==> src/tscPkg.sv <==
`default_nettype none

package tscPkg;

    localparam int wordSize = 16;

    typedef enum logic [3:0] {
        opBne   = 4'd0,
        opBeq   = 4'd1,
        opBgz   = 4'd2,
        opBlz   = 4'd3,
        opAdi   = 4'd4,
        opOri   = 4'd5,
        opLhi   = 4'd6,
        opLwd   = 4'd7,
        opSwd   = 4'd8,
        opJmp   = 4'd9,
        opJal   = 4'd10,
        opRtype = 4'd15
    } opcodeE;

    typedef enum logic [5:0] {
        fnAdd = 6'd0,
        fnSub = 6'd1,
        fnAnd = 6'd2,
        fnOrr = 6'd3,
        fnNot = 6'd4,
        fnTcp = 6'd5,
        fnShl = 6'd6,
        fnShr = 6'd7,
        fnJpr = 6'd25,
        fnJrl = 6'd26,
        fnHlt = 6'd29
    } funcE;

    typedef enum logic [3:0] {
        aluAdd,
        aluSub,
        aluAnd,
        aluOr,
        aluNot,
        aluTcp,
        aluShl,
        aluShr
    } aluOpE;

    // next pc sources
    localparam logic [1:0] pcSelInc    = 2'd0;
    localparam logic [1:0] pcSelBranch = 2'd1;
    localparam logic [1:0] pcSelJump   = 2'd2;
    localparam logic [1:0] pcSelReg    = 2'd3;

    // writeback sources
    localparam logic [1:0] wbSelAlu = 2'd0;
    localparam logic [1:0] wbSelMem = 2'd1;
    localparam logic [1:0] wbSelPc  = 2'd2;
    localparam logic [1:0] wbSelLhi = 2'd3;

    // branch conditions, same encoding as the low opcode bits
    localparam logic [1:0] brNe = 2'd0;
    localparam logic [1:0] brEq = 2'd1;
    localparam logic [1:0] brGz = 2'd2;
    localparam logic [1:0] brLz = 2'd3;

    typedef struct packed {
        opcodeE     opcode;
        logic [1:0] rs;
        logic [1:0] rt;
        logic [1:0] rd;
        funcE       func;
    } rTypeS;

    typedef struct packed {
        opcodeE     opcode;
        logic [1:0] rs;
        logic [1:0] rt;
        logic [7:0] imm;
    } iTypeS;

    typedef struct packed {
        opcodeE      opcode;
        logic [11:0] target;
    } jTypeS;

    typedef union packed {
        rTypeS r;
        iTypeS i;
        jTypeS j;
    } instrU;

    typedef struct packed {
        logic       fetch;
        logic       exec;
        logic       memAccess;
        logic       writeback;
        logic       memRead;
        logic       memWrite;
        logic       regWrite;
        logic       regDst;
        logic       aluSrc;
        aluOpE      aluOp;
        logic [1:0] pcSel;
        logic [1:0] wbSel;
        logic [1:0] branchKind;
        logic       link;
        logic       halt;
    } ctrlS;

    typedef enum logic [2:0] {
        phIdle,
        phFetch,
        phDecode,
        phExec,
        phMem,
        phWriteback,
        phHalted
    } phaseE;

endpackage

`default_nettype wire
==> src/tscCpu.sv <==
`timescale 1ns/1ns
`default_nettype none

module tscCpu #(
    parameter logic [tscPkg::wordSize-1:0] resetPc = '0
) (
    input  logic                        clk,
    input  logic                        rstN,
    output logic                        memRead,
    output logic                        memWrite,
    output logic [tscPkg::wordSize-1:0] memAddr,
    output logic [tscPkg::wordSize-1:0] memWdata,
    input  logic [tscPkg::wordSize-1:0] memRdata,
    input  logic                        memAck,
    output logic                        halted
);

    tscPkg::ctrlS  ctrl;
    tscPkg::instrU instr;

    controlUnit controlUnit_i (
        .clk    (clk),
        .rstN   (rstN),
        .instr  (instr),
        .memAck (memAck),
        .ctrl   (ctrl),
        .halted (halted)
    );

    datapath #(
        .resetPc (resetPc)
    ) datapath_i (
        .clk      (clk),
        .rstN     (rstN),
        .ctrl     (ctrl),
        .memRdata (memRdata),
        .memAck   (memAck),
        .instr    (instr),
        .memRead  (memRead),
        .memWrite (memWrite),
        .memAddr  (memAddr),
        .memWdata (memWdata)
    );

endmodule

`default_nettype wire

==> src/datapath.sv <==
`timescale 1ns/1ns
`default_nettype none

module datapath #(
    parameter logic [tscPkg::wordSize-1:0] resetPc = '0
) (
    input  logic                        clk,
    input  logic                        rstN,
    input  tscPkg::ctrlS                ctrl,
    input  logic [tscPkg::wordSize-1:0] memRdata,
    input  logic                        memAck,
    output tscPkg::instrU               instr,
    output logic                        memRead,
    output logic                        memWrite,
    output logic [tscPkg::wordSize-1:0] memAddr,
    output logic [tscPkg::wordSize-1:0] memWdata
);

    localparam int ws = tscPkg::wordSize;

    logic [ws-1:0] pc;
    tscPkg::instrU ir;
    logic [ws-1:0] aluOut;
    logic [ws-1:0] mdr;

    logic [ws-1:0] rdData1;
    logic [ws-1:0] rdData2;
    logic [1:0]    wrAddr;
    logic [ws-1:0] wbData;

    logic [ws-1:0] immExt;
    logic [ws-1:0] aluB;
    logic [ws-1:0] aluResult;

    logic [ws-1:0] pcInc;
    logic [ws-1:0] branchTarget;
    logic [ws-1:0] jumpTarget;
    logic          branchTaken;
    logic [ws-1:0] pcNext;

    assign instr = ir;

    // link writes go to register 2
    assign wrAddr = ctrl.link ? 2'd2 : (ctrl.regDst ? ir.r.rd : ir.r.rt);

    regFile regFile_i (
        .clk     (clk),
        .rstN    (rstN),
        .rdAddr1 (ir.r.rs),
        .rdAddr2 (ir.r.rt),
        .wrAddr  (wrAddr),
        .wrData  (wbData),
        .wrEn    (ctrl.regWrite),
        .rdData1 (rdData1),
        .rdData2 (rdData2)
    );

    assign immExt = {{(ws - 8){ir.i.imm[7]}}, ir.i.imm};
    assign aluB   = ctrl.aluSrc ? immExt : rdData2;

    // overflow is reported by the ALU but has no consumer in this core
    aluUnit aluUnit_i (
        .a        (rdData1),
        .b        (aluB),
        .op       (ctrl.aluOp),
        .result   (aluResult),
        .overflow ()
    );

    // branch offsets are relative to the following instruction
    assign pcInc        = pc + 1'b1;
    assign branchTarget = pcInc + immExt;
    assign jumpTarget   = {pc[ws-1 -: 4], ir.j.target};

    always_comb begin
        case (ctrl.branchKind)
            tscPkg::brNe: branchTaken = (rdData1 != rdData2);
            tscPkg::brEq: branchTaken = (rdData1 == rdData2);
            tscPkg::brGz: branchTaken = ($signed(rdData1) > 0);
            default:      branchTaken = ($signed(rdData1) < 0);
        endcase
    end

    always_comb begin
        case (ctrl.pcSel)
            tscPkg::pcSelBranch: pcNext = branchTaken ? branchTarget : pcInc;
            tscPkg::pcSelJump:   pcNext = jumpTarget;
            tscPkg::pcSelReg:    pcNext = rdData1;
            default:             pcNext = pcInc;
        endcase
    end

    always_comb begin
        case (ctrl.wbSel)
            tscPkg::wbSelMem: wbData = mdr;
            // pc still holds the jump address here
            tscPkg::wbSelPc:  wbData = pcInc;
            tscPkg::wbSelLhi: wbData = {ir.i.imm, 8'h00};
            default:          wbData = aluOut;
        endcase
    end

    // pc stays on the HLT word once halted
    always_ff @(posedge clk or negedge rstN) begin
        if (!rstN) begin
            pc <= resetPc;
        end else if (ctrl.writeback && !ctrl.halt) begin
            pc <= pcNext;
        end
    end

    always_ff @(posedge clk or negedge rstN) begin
        if (!rstN) begin
            ir <= '0;
        end else if (ctrl.fetch && memAck) begin
            ir <= tscPkg::instrU'(memRdata);
        end
    end

    always_ff @(posedge clk) begin
        if (ctrl.exec) begin
            aluOut <= aluResult;
        end
        if (ctrl.memAccess && memAck) begin
            mdr <= memRdata;
        end
    end

    assign memRead  = ctrl.memRead;
    assign memWrite = ctrl.memWrite;
    assign memAddr  = ctrl.fetch ? pc : aluOut;
    // store data is rt, untouched between execute and memory
    assign memWdata = rdData2;

    addrStable: assert property (@(posedge clk) disable iff (!rstN)
        (memRead || memWrite) && !memAck |=> (memRead || memWrite) && $stable(memAddr));

endmodule

`default_nettype wire

==> src/controlUnit.sv <==
`timescale 1ns/1ns
`default_nettype none

module controlUnit (
    input  logic          clk,
    input  logic          rstN,
    input  tscPkg::instrU instr,
    input  logic          memAck,
    output tscPkg::ctrlS  ctrl,
    output logic          halted
);

    tscPkg::phaseE phase;
    tscPkg::phaseE phaseNext;
    tscPkg::ctrlS  dec;
    logic          isMem;

    // static decode of the instruction register
    always_comb begin
        dec            = '0;
        dec.branchKind = instr.r.opcode[1:0];
        case (instr.r.opcode)
            tscPkg::opBne, tscPkg::opBeq, tscPkg::opBgz, tscPkg::opBlz: begin
                dec.pcSel = tscPkg::pcSelBranch;
            end
            tscPkg::opAdi: begin
                dec.aluSrc   = 1'b1;
                dec.regWrite = 1'b1;
            end
            tscPkg::opOri: begin
                dec.aluSrc   = 1'b1;
                dec.aluOp    = tscPkg::aluOr;
                dec.regWrite = 1'b1;
            end
            tscPkg::opLhi: begin
                dec.regWrite = 1'b1;
                dec.wbSel    = tscPkg::wbSelLhi;
            end
            tscPkg::opLwd: begin
                dec.aluSrc   = 1'b1;
                dec.memRead  = 1'b1;
                dec.regWrite = 1'b1;
                dec.wbSel    = tscPkg::wbSelMem;
            end
            tscPkg::opSwd: begin
                dec.aluSrc   = 1'b1;
                dec.memWrite = 1'b1;
            end
            tscPkg::opJmp: dec.pcSel = tscPkg::pcSelJump;
            tscPkg::opJal: begin
                dec.pcSel    = tscPkg::pcSelJump;
                dec.link     = 1'b1;
                dec.regWrite = 1'b1;
                dec.wbSel    = tscPkg::wbSelPc;
            end
            tscPkg::opRtype: begin
                dec.regDst = 1'b1;
                case (instr.r.func)
                    tscPkg::fnAdd: dec.aluOp = tscPkg::aluAdd;
                    tscPkg::fnSub: dec.aluOp = tscPkg::aluSub;
                    tscPkg::fnAnd: dec.aluOp = tscPkg::aluAnd;
                    tscPkg::fnOrr: dec.aluOp = tscPkg::aluOr;
                    tscPkg::fnNot: dec.aluOp = tscPkg::aluNot;
                    tscPkg::fnTcp: dec.aluOp = tscPkg::aluTcp;
                    tscPkg::fnShl: dec.aluOp = tscPkg::aluShl;
                    tscPkg::fnShr: dec.aluOp = tscPkg::aluShr;
                    default: ;
                endcase
                // only the eight ALU functions write rd
                dec.regWrite = (instr.r.func <= tscPkg::fnShr);
                if (instr.r.func == tscPkg::fnJpr || instr.r.func == tscPkg::fnJrl) begin
                    dec.pcSel = tscPkg::pcSelReg;
                end
                if (instr.r.func == tscPkg::fnJrl) begin
                    dec.link     = 1'b1;
                    dec.regWrite = 1'b1;
                    dec.wbSel    = tscPkg::wbSelPc;
                end
                dec.halt = (instr.r.func == tscPkg::fnHlt);
            end
            default: ;
        endcase
    end

    assign isMem = dec.memRead || dec.memWrite;

    // idle keeps the port quiet during reset
    always_ff @(posedge clk or negedge rstN) begin
        if (!rstN) begin
            phase <= tscPkg::phIdle;
        end else begin
            phase <= phaseNext;
        end
    end

    always_comb begin
        case (phase)
            tscPkg::phIdle:      phaseNext = tscPkg::phFetch;
            tscPkg::phFetch:     phaseNext = memAck ? tscPkg::phDecode : tscPkg::phFetch;
            tscPkg::phDecode:    phaseNext = tscPkg::phExec;
            tscPkg::phExec:      phaseNext = isMem ? tscPkg::phMem : tscPkg::phWriteback;
            tscPkg::phMem:       phaseNext = memAck ? tscPkg::phWriteback : tscPkg::phMem;
            tscPkg::phWriteback: phaseNext = dec.halt ? tscPkg::phHalted : tscPkg::phFetch;
            tscPkg::phHalted:    phaseNext = tscPkg::phHalted;
            default:             phaseNext = tscPkg::phFetch;
        endcase
    end

    // phase flags gate the requests and the register write
    always_comb begin
        ctrl           = dec;
        ctrl.fetch     = (phase == tscPkg::phFetch);
        ctrl.exec      = (phase == tscPkg::phExec);
        ctrl.memAccess = (phase == tscPkg::phMem);
        ctrl.writeback = (phase == tscPkg::phWriteback);
        ctrl.memRead   = ctrl.fetch || (ctrl.memAccess && dec.memRead);
        ctrl.memWrite  = ctrl.memAccess && dec.memWrite;
        ctrl.regWrite  = ctrl.writeback && dec.regWrite;
    end

    assign halted = (phase == tscPkg::phHalted);

    memExclusive: assert property (@(posedge clk) disable iff (!rstN)
        !(ctrl.memRead && ctrl.memWrite));

    haltSticky: assert property (@(posedge clk) disable iff (!rstN)
        phase == tscPkg::phHalted |=> phase == tscPkg::phHalted);

endmodule

`default_nettype wire

==> src/regFile.sv <==
`timescale 1ns/1ns
`default_nettype none

module regFile (
    input  logic                        clk,
    input  logic                        rstN,
    input  logic [1:0]                  rdAddr1,
    input  logic [1:0]                  rdAddr2,
    input  logic [1:0]                  wrAddr,
    input  logic [tscPkg::wordSize-1:0] wrData,
    input  logic                        wrEn,
    output logic [tscPkg::wordSize-1:0] rdData1,
    output logic [tscPkg::wordSize-1:0] rdData2
);

    logic [3:0][tscPkg::wordSize-1:0] regs;

    always_ff @(posedge clk or negedge rstN) begin
        if (!rstN) begin
            regs <= '0;
        end else if (wrEn) begin
            regs[wrAddr] <= wrData;
        end
    end

    // combinational reads, a write shows up after the edge
    assign rdData1 = regs[rdAddr1];
    assign rdData2 = regs[rdAddr2];

endmodule

`default_nettype wire

==> src/aluUnit.sv <==
`timescale 1ns/1ns
`default_nettype none

module aluUnit (
    input  logic [tscPkg::wordSize-1:0] a,
    input  logic [tscPkg::wordSize-1:0] b,
    input  tscPkg::aluOpE               op,
    output logic [tscPkg::wordSize-1:0] result,
    output logic                        overflow
);

    logic [tscPkg::wordSize-1:0] sum;
    logic [tscPkg::wordSize-1:0] diff;

    assign sum  = a + b;
    assign diff = a - b;

    always_comb begin
        result   = sum;
        overflow = 1'b0;
        case (op)
            tscPkg::aluAdd: begin
                result = sum;
                // operands agree in sign but the sum does not
                overflow = (a[tscPkg::wordSize-1] == b[tscPkg::wordSize-1]) &&
                           (sum[tscPkg::wordSize-1] != a[tscPkg::wordSize-1]);
            end
            tscPkg::aluSub: begin
                result = diff;
                overflow = (a[tscPkg::wordSize-1] != b[tscPkg::wordSize-1]) &&
                           (diff[tscPkg::wordSize-1] != a[tscPkg::wordSize-1]);
            end
            tscPkg::aluAnd: result = a & b;
            tscPkg::aluOr:  result = a | b;
            tscPkg::aluNot: result = ~a;
            tscPkg::aluTcp: result = ~a + 1'b1;
            tscPkg::aluShl: result = {a[tscPkg::wordSize-2:0], 1'b0};
            // arithmetic shift keeps the sign bit
            tscPkg::aluShr: result = {a[tscPkg::wordSize-1], a[tscPkg::wordSize-1:1]};
            default: begin
                result   = sum;
                overflow = 1'b0;
            end
        endcase
    end

endmodule

`default_nettype wire

==> config.mk <==
export PLATFORM = sky130hd
export DESIGN_NAME = tscCpu
export DESIGN_NICKNAME = d
export VERILOG_FILES = /design/src/tscPkg.sv /design/src/tscCpu.sv /design/src/datapath.sv /design/src/controlUnit.sv /design/src/regFile.sv /design/src/aluUnit.sv
export SDC_FILE = /design/constraint.sdc
export NUM_CORES = 1
export LEC_CHECK = 0
export BUFFER_PORTS_ARGS = -buffer_cell sky130_fd_sc_hd__buf_2
export CORE_MARGIN = 2
export CORE_UTILIZATION = 50
export CTS_BUF_LIST = sky130_fd_sc_hd__clkbuf_2
export CTS_CLUSTER_DIAMETER = 120
export DETAILED_ROUTE_END_ITERATION = 6
export GPL_TIMING_DRIVEN = 0
export PLACE_DENSITY_LB_ADDON = 0.05
export SYNTH_ARGS = -nofsm -noshare
export SYNTH_HDL_FRONTEND = slang
export SYNTH_SLANG_ARGS = --single-unit
==> constraint.sdc <==
create_clock -name clk -period 6.3 [get_ports clk]
set_input_delay 0.945 -clock clk [delete_from_list [all_inputs] [get_ports clk]]
set_output_delay 0.945 -clock clk [all_outputs]
set_load 0.02 [all_outputs]
Word level (Yosys, flattened, before mapping)
Index checks and enable logic that the tools add are counted.
- flip-flop bits (word level): 131
- logic and storage cells: 124
- add/subtract/negate cells: 5
- magnitude comparators: 7
- equality and inequality tests: 44
- mux-type cells: 36
- bitwise operators: 4
- reductions and logical operators: 18
- operators with widths (operator ; count):
    16-bit case mux with 7 select lines ; 1
    16-bit two-way mux ; 6
    16-bit case mux with 3 select lines ; 2
    16-bit binary-select mux with 2-bit select ; 2
    64-bit bitwise mux ; 1
    16-bit by 1-bit adder with 16-bit output (second input constant) ; 2
    16-bit adder ; 2
    16-bit demux with 2-bit select ; 1
    4-bit by 3-bit equality test with 1-bit output (second input constant) ; 8
    6-bit by 3-bit equality test with 1-bit output (second input constant) ; 4
    3-bit case mux with 7 select lines ; 1
    6-bit by 5-bit equality test with 1-bit output (second input constant) ; 3
    3-bit case mux with 6 select lines ; 1
    16-bit AND ; 1
    16-bit equality test ; 1
    4-bit by 2-bit equality test with 1-bit output (second input constant) ; 4
    4-bit equality test (second input constant) ; 4
    16-bit by 1-bit > comparator with 1-bit output (second input constant) ; 1
    16-bit by 1-bit less-than comparator with 1-bit output (second input constant) ; 1
    16-bit != test ; 1
    16-bit inverter ; 1
    16-bit OR ; 1
    16-bit subtractor ; 1
    6-bit by 2-bit equality test with 1-bit output (second input constant) ; 2
    28 further kinds ; 62

Depth between registers and ports, before layout
- depth in word-level cells: 9
- gate-level depth with buffers: 19
- mapped depth without buffers: 17

By module
Synthesis repeated with hierarchy kept, for this count alone.
- cell total of the unflattened synthesis: 1251
- area, all modules: 12049.1 µm²
- modules (own cells, without submodules) (module ; instances ; cells an instance ; area each (µm²)):
    datapath ; 1 ; 512 ; 4917.2
    aluUnit ; 1 ; 497 ; 3453.3
    regFile ; 1 ; 176 ; 3174.3
    controlUnit ; 1 ; 66 ; 504.2

Worst setup path after synthesis
OpenSTA, ideal clock, no wires.
- path type: register -> register
- start point: register datapath_i.ir, in the netlist datapath_i.instr[14]
- end point: register datapath_i.aluOut[14], data pin
- setup time: 0.269 ns
- data arrival time: 4.128 ns
- required time: 6.031 ns
- path slack: 1.903 ns
- cell stages (with the launch flop): 20
- path through: dfrtp_1 > nor2b_1 > clkbuf_1 > o21ba_2 > nor2_1 > clkbuf_1 > o21a_1 > ha_1 > nor2_1 > xor2_1 > ha_1 > a21o_1 > a21oi_1 > o21bai_1 > a2111oi_0 > o41ai_1 > nand2_1 > a21oi_1 > a221oi_1 > o21ai_0
- word-level cells in the longest chain between the ends: 6
- elaborated cells on any way between the ends: 21
- RTL lines (item ; line ; source):
    start, declared ; datapath.sv:22 ; tscPkg::instrU ir;
    start signal, assigned ; datapath.sv:116 ; ir <= tscPkg::instrU'(memRdata);
    4-bit equality test / 4-bit by 3-bit equality test with 1-bit output (equally long branches) ; controlUnit.sv:22 ; case (instr.r.opcode)
    4-bit OR reduction (no line) ; - ;
    1-bit two-way mux ; controlUnit.sv:22 ;
    16-bit two-way mux ; datapath.sv:59 ; assign aluB = ctrl.aluSrc ? immExt : rdData2;
    16-bit adder (tied with other cells) ; aluUnit.sv:15 ; assign sum = a + b;
    16-bit case mux with 7 select lines (*) ; aluUnit.sv:21 ; case (op)
    via datapath_i.aluResult[14] ; datapath.sv:33 ; logic [ws-1:0] aluResult;
    end signal, assigned ; datapath.sv:122 ; aluOut <= aluResult;
    end, declared ; datapath.sv:23 ; logic [ws-1:0] aluOut;
Mark *: on every way through the listed nets, which the timed path passes. The rest lies on a longest branch.
A chain may end at the register's enable or synchronous reset.

Worst setup path in the final report
- start point: register datapath_i.ir, in the netlist datapath_i.instr[15]
- end point: register datapath_i.aluOut[14], data pin
Same word-level chain as after synthesis.

==> results.md <==
- CTS tree: done
- Reg2reg setup slack: 0.53 ns
- Initial core utilization: 51.3%
- First drt pass iteration count: 7
- Largest net degree at the start of global routing: 62
- Post-synth cell types: 74
- Setup TNS: 0 ns
- FFs w/ async S/R, synth: 75.6%
- Sequential-to-total area share from yosys stat: 34.2%
- Most common cell after layout, fill and taps aside: dfrtp_1
- Final nets: 1195
- Fraction of layout cells with a size suffix above 1: 19.1%
- Top post-synthesis cells by area: dfrtp_1 (25%), edfxtp_1 (9.6%), mux2_2 (7.1%), mux4_2 (6.5%), ha_1 (4.5%)
- EDFF count, synth: 32
- Slowest cell on crit path: nor3_1
- Reg2reg end: datapath_i.aluOut[14]$_DFFE_PN_
- Most used DFF post-synth: dfrtp_1
- CTS buffer count: 17
- Syn-to-layout area delta: 9.27%
- Final setup fails: 0
- Setup crit end: datapath_i.aluOut[14]$_DFFE_PN_
- Fin crit share: 91.6%
- Final RePlAce weighted congestion: 0.951
- Synth warn: 0
- Met1 Usage GRT: 48.6%
- Status: completed
- HP Class: in -> async
- Worst slew margin: 16.4%
- Vias per cell: 6.43
- Critical Path Start: datapath_i.instr[15]$_DFFE_PN0P_
- Total GRT Usage: 33.3%
- GR Overflow Total: 0
- Die width: 146 um
- #FFs+latches synth: 131
- GR met3 Demand/Resource: 5.11%
- Yosys top cell by area: dfrtp_1
- Fmax: 173 MHz
- DP HPWL: 26800 um
- Crit-path max FO: 10
- Worst reg2reg path depth: 16
- Drt total wl: 35200 um
- Vias in the first global route: 8560
- Initial drt markers: 1248
- Req. time, crit path: 6.75 ns
- Clk buf depth: 2
- PostCTS Resize Cnt: 0
- RSZ-0062 raised after global routing: no
- Met2 GRT Util: 51.1%
- Crit-path cells: nand4_1, or4_1, clkbuf_1, nor3_1, nor2_1, xor2_1, ha_1, a21o_1, a21oi_1, o21bai_1, a2111oi_0, o41ai_1, nand2_1, a21oi_1, a221oi_1, o21ai_0
- Slew @ Worst Pin: 1.24 ns
- Fin Clk Skew: 0.0395 ns
- Initial antenna violation count: 2
- Syn_nets: 1121
- Reg clk slew, reported paths: 0.27 ns
- Synthesized instance count: 1064
- Final Hold Vio Count: 0
- Synth top area share: 24.6%
- Kind of critical path: reg -> reg
- Worst path most repeated cell: a21oi_1
- Worst skew pair latency: 0.74 ns
- # rows: 51
- Min Tclk post-route: 5.77 ns
- Chip height: 146 um
- H-tree levels: 4
- Commonest cells after routing, fill and taps aside: dfrtp_1 (99), nand2_1 (98), nor2_1 (92)
- Die area: 21300 sq um
- Hold_buf cts: 0
- Avg Inst Size Synth: 9.45 sq um
- # clock sinks: 131
- First-pass GRT wire length: 53400 um
- Clock Root Buffer: clkbuf_2
- Max_cap viols: 0
- IO Pins: 54
- Core area: 19600 sq um
- Gr busiest metal: met2
- DRT antenna net count: 0
- Post-synthesis cell area: 10100 sq um
- Crit path DAT: 6.22 ns
- CP peak stage delay: 0.96 ns
- Wire per inst: 24.8 um
- FF-to-FF Start: datapath_i.instr[15]$_DFFE_PN0P_
- Drt drc: 0
- Crit start category: flip-flop
- Via count: 9115
- Port Buf Inserts: 53
- Setup Fix Bufs, Post-CTS: 0
- CP endpoint kind: flip-flop
- Final Max Tran Viols: 0
## stage by stage
stage / hold WS, ns / std cells / cell area [sq um] / util [%] / setup slack [ns]
floorplan: 0.458 / 1064 / 10100 / - / 1.90
global placement: 0.476 / 1382 / 10700 / 54.4 / 0.752
detailed placement: 0.488 / 1384 / 10700 / 54.6 / 0.763
CTS: 0.111 / 1416 / 11000 / 56.1 / 0.651
global route: 0.0971 / 1417 / 11000 / 56.1 / 0.323
finish: 0.148 / 1417 / 11000 / 56.1 / 0.531
## Yosys cell counts, drive strengths merged, types with 5 or more instances
cell / n
dfrtp: 99
nand2: 98
nor2: 92
a21oi: 87
o21ai: 72
mux2: 63
xnor2: 52
clkbuf: 44
ha: 36
edfxtp: 32
mux4: 32
nand3: 30
a221oi: 26
nor3: 24
a31oi: 23
buf: 23
xor2: 22
inv: 21
a21o: 12
or3: 12
a222oi: 11
and2: 11
o211ai: 11
mux2i: 9
and3: 8
nor3b: 8
nand2b: 7
nand3b: 7
nand4: 7
nor2b: 7
o21a: 7
o22ai: 7
nor4: 6
o31ai: 6
a211oi: 5
a32oi: 5
## routing by layer
metal / vias up / share of wire, %
li1: 4168 / -
met1: 4436 / 43
met2: 453 / 45
met3: 58 / 8.9
met4: 0 / 2.7
met5: - / 0
## cell type report
class	instances	area, sq um
sequential	131	3440
multi-input combinational	844	6200
clock buffer	17	85.1
fill	1833	8600
antenna	1	2.50
inverter	22	82.6
clock inverter	15	201
tap	265	332
buffer	67	339
timing repair buffer	55	307
## cell families after synthesis
kind of cell / Yosys count / synth area share (%)
AO/OA/AOI/OAI: 300 / 19.1
XOR/XNOR: 74 / 6.52
adder cells (fa/ha/maj): 38 / 4.88
buffers and inverters: 89 / 4.19
flip-flops: 131 / 34.2
multiplexers: 104 / 15.2
AND/OR/NAND/NOR: 328 / 15.9
## critical path: cells and delay by family (launching register included)
family	cells	cell delay, ns
XOR/XNOR	1	0.21
flip-flops	1	0.65
buffers and inverters	1	0.20
AO/OA/AOI/OAI	8	1.95
adder cells (fa/ha/maj)	1	0.32
AND/OR/NAND/NOR	5	2.16
## sequential cells by signal (all words and copies together), names as in the netlist
| name | cells |
|---|---|
| controlUnit_i.phase | 3 |
| datapath_i.aluOut | 16 |
| datapath_i.instr | 16 |
| datapath_i.pc | 16 |
| datapath_i.regFile_i.regs | 64 |
| datapath_i.mdr | 16 |
## worst min path at each step
stage | startpoint | to | slack, ns | cells after the start
5_1_grt | rstN | datapath_i.instr[8]$_DFFE_PN0P_ | 0.1 | 1
6_report | rstN | datapath_i.instr[8]$_DFFE_PN0P_ | 0.15 | 1
3_3_place_gp | datapath_i.regFile_i.regs[45]$_DFFE_PN0P_ | datapath_i.regFile_i.regs[45]$_DFFE_PN0P_ | 0.48 | 2
4_1_cts | rstN | datapath_i.instr[8]$_DFFE_PN0P_ | 0.11 | 1
2_1_floorplan | datapath_i.regFile_i.regs[43]$_DFFE_PN0P_ | datapath_i.regFile_i.regs[43]$_DFFE_PN0P_ | 0.46 | 2
3_5_place_dp | datapath_i.regFile_i.regs[10]$_DFFE_PN0P_ | datapath_i.regFile_i.regs[10]$_DFFE_PN0P_ | 0.49 | 2
Power is not shown: default switching activity piles up to over one toggle a cycle in this logic, so the estimate is an artifact.
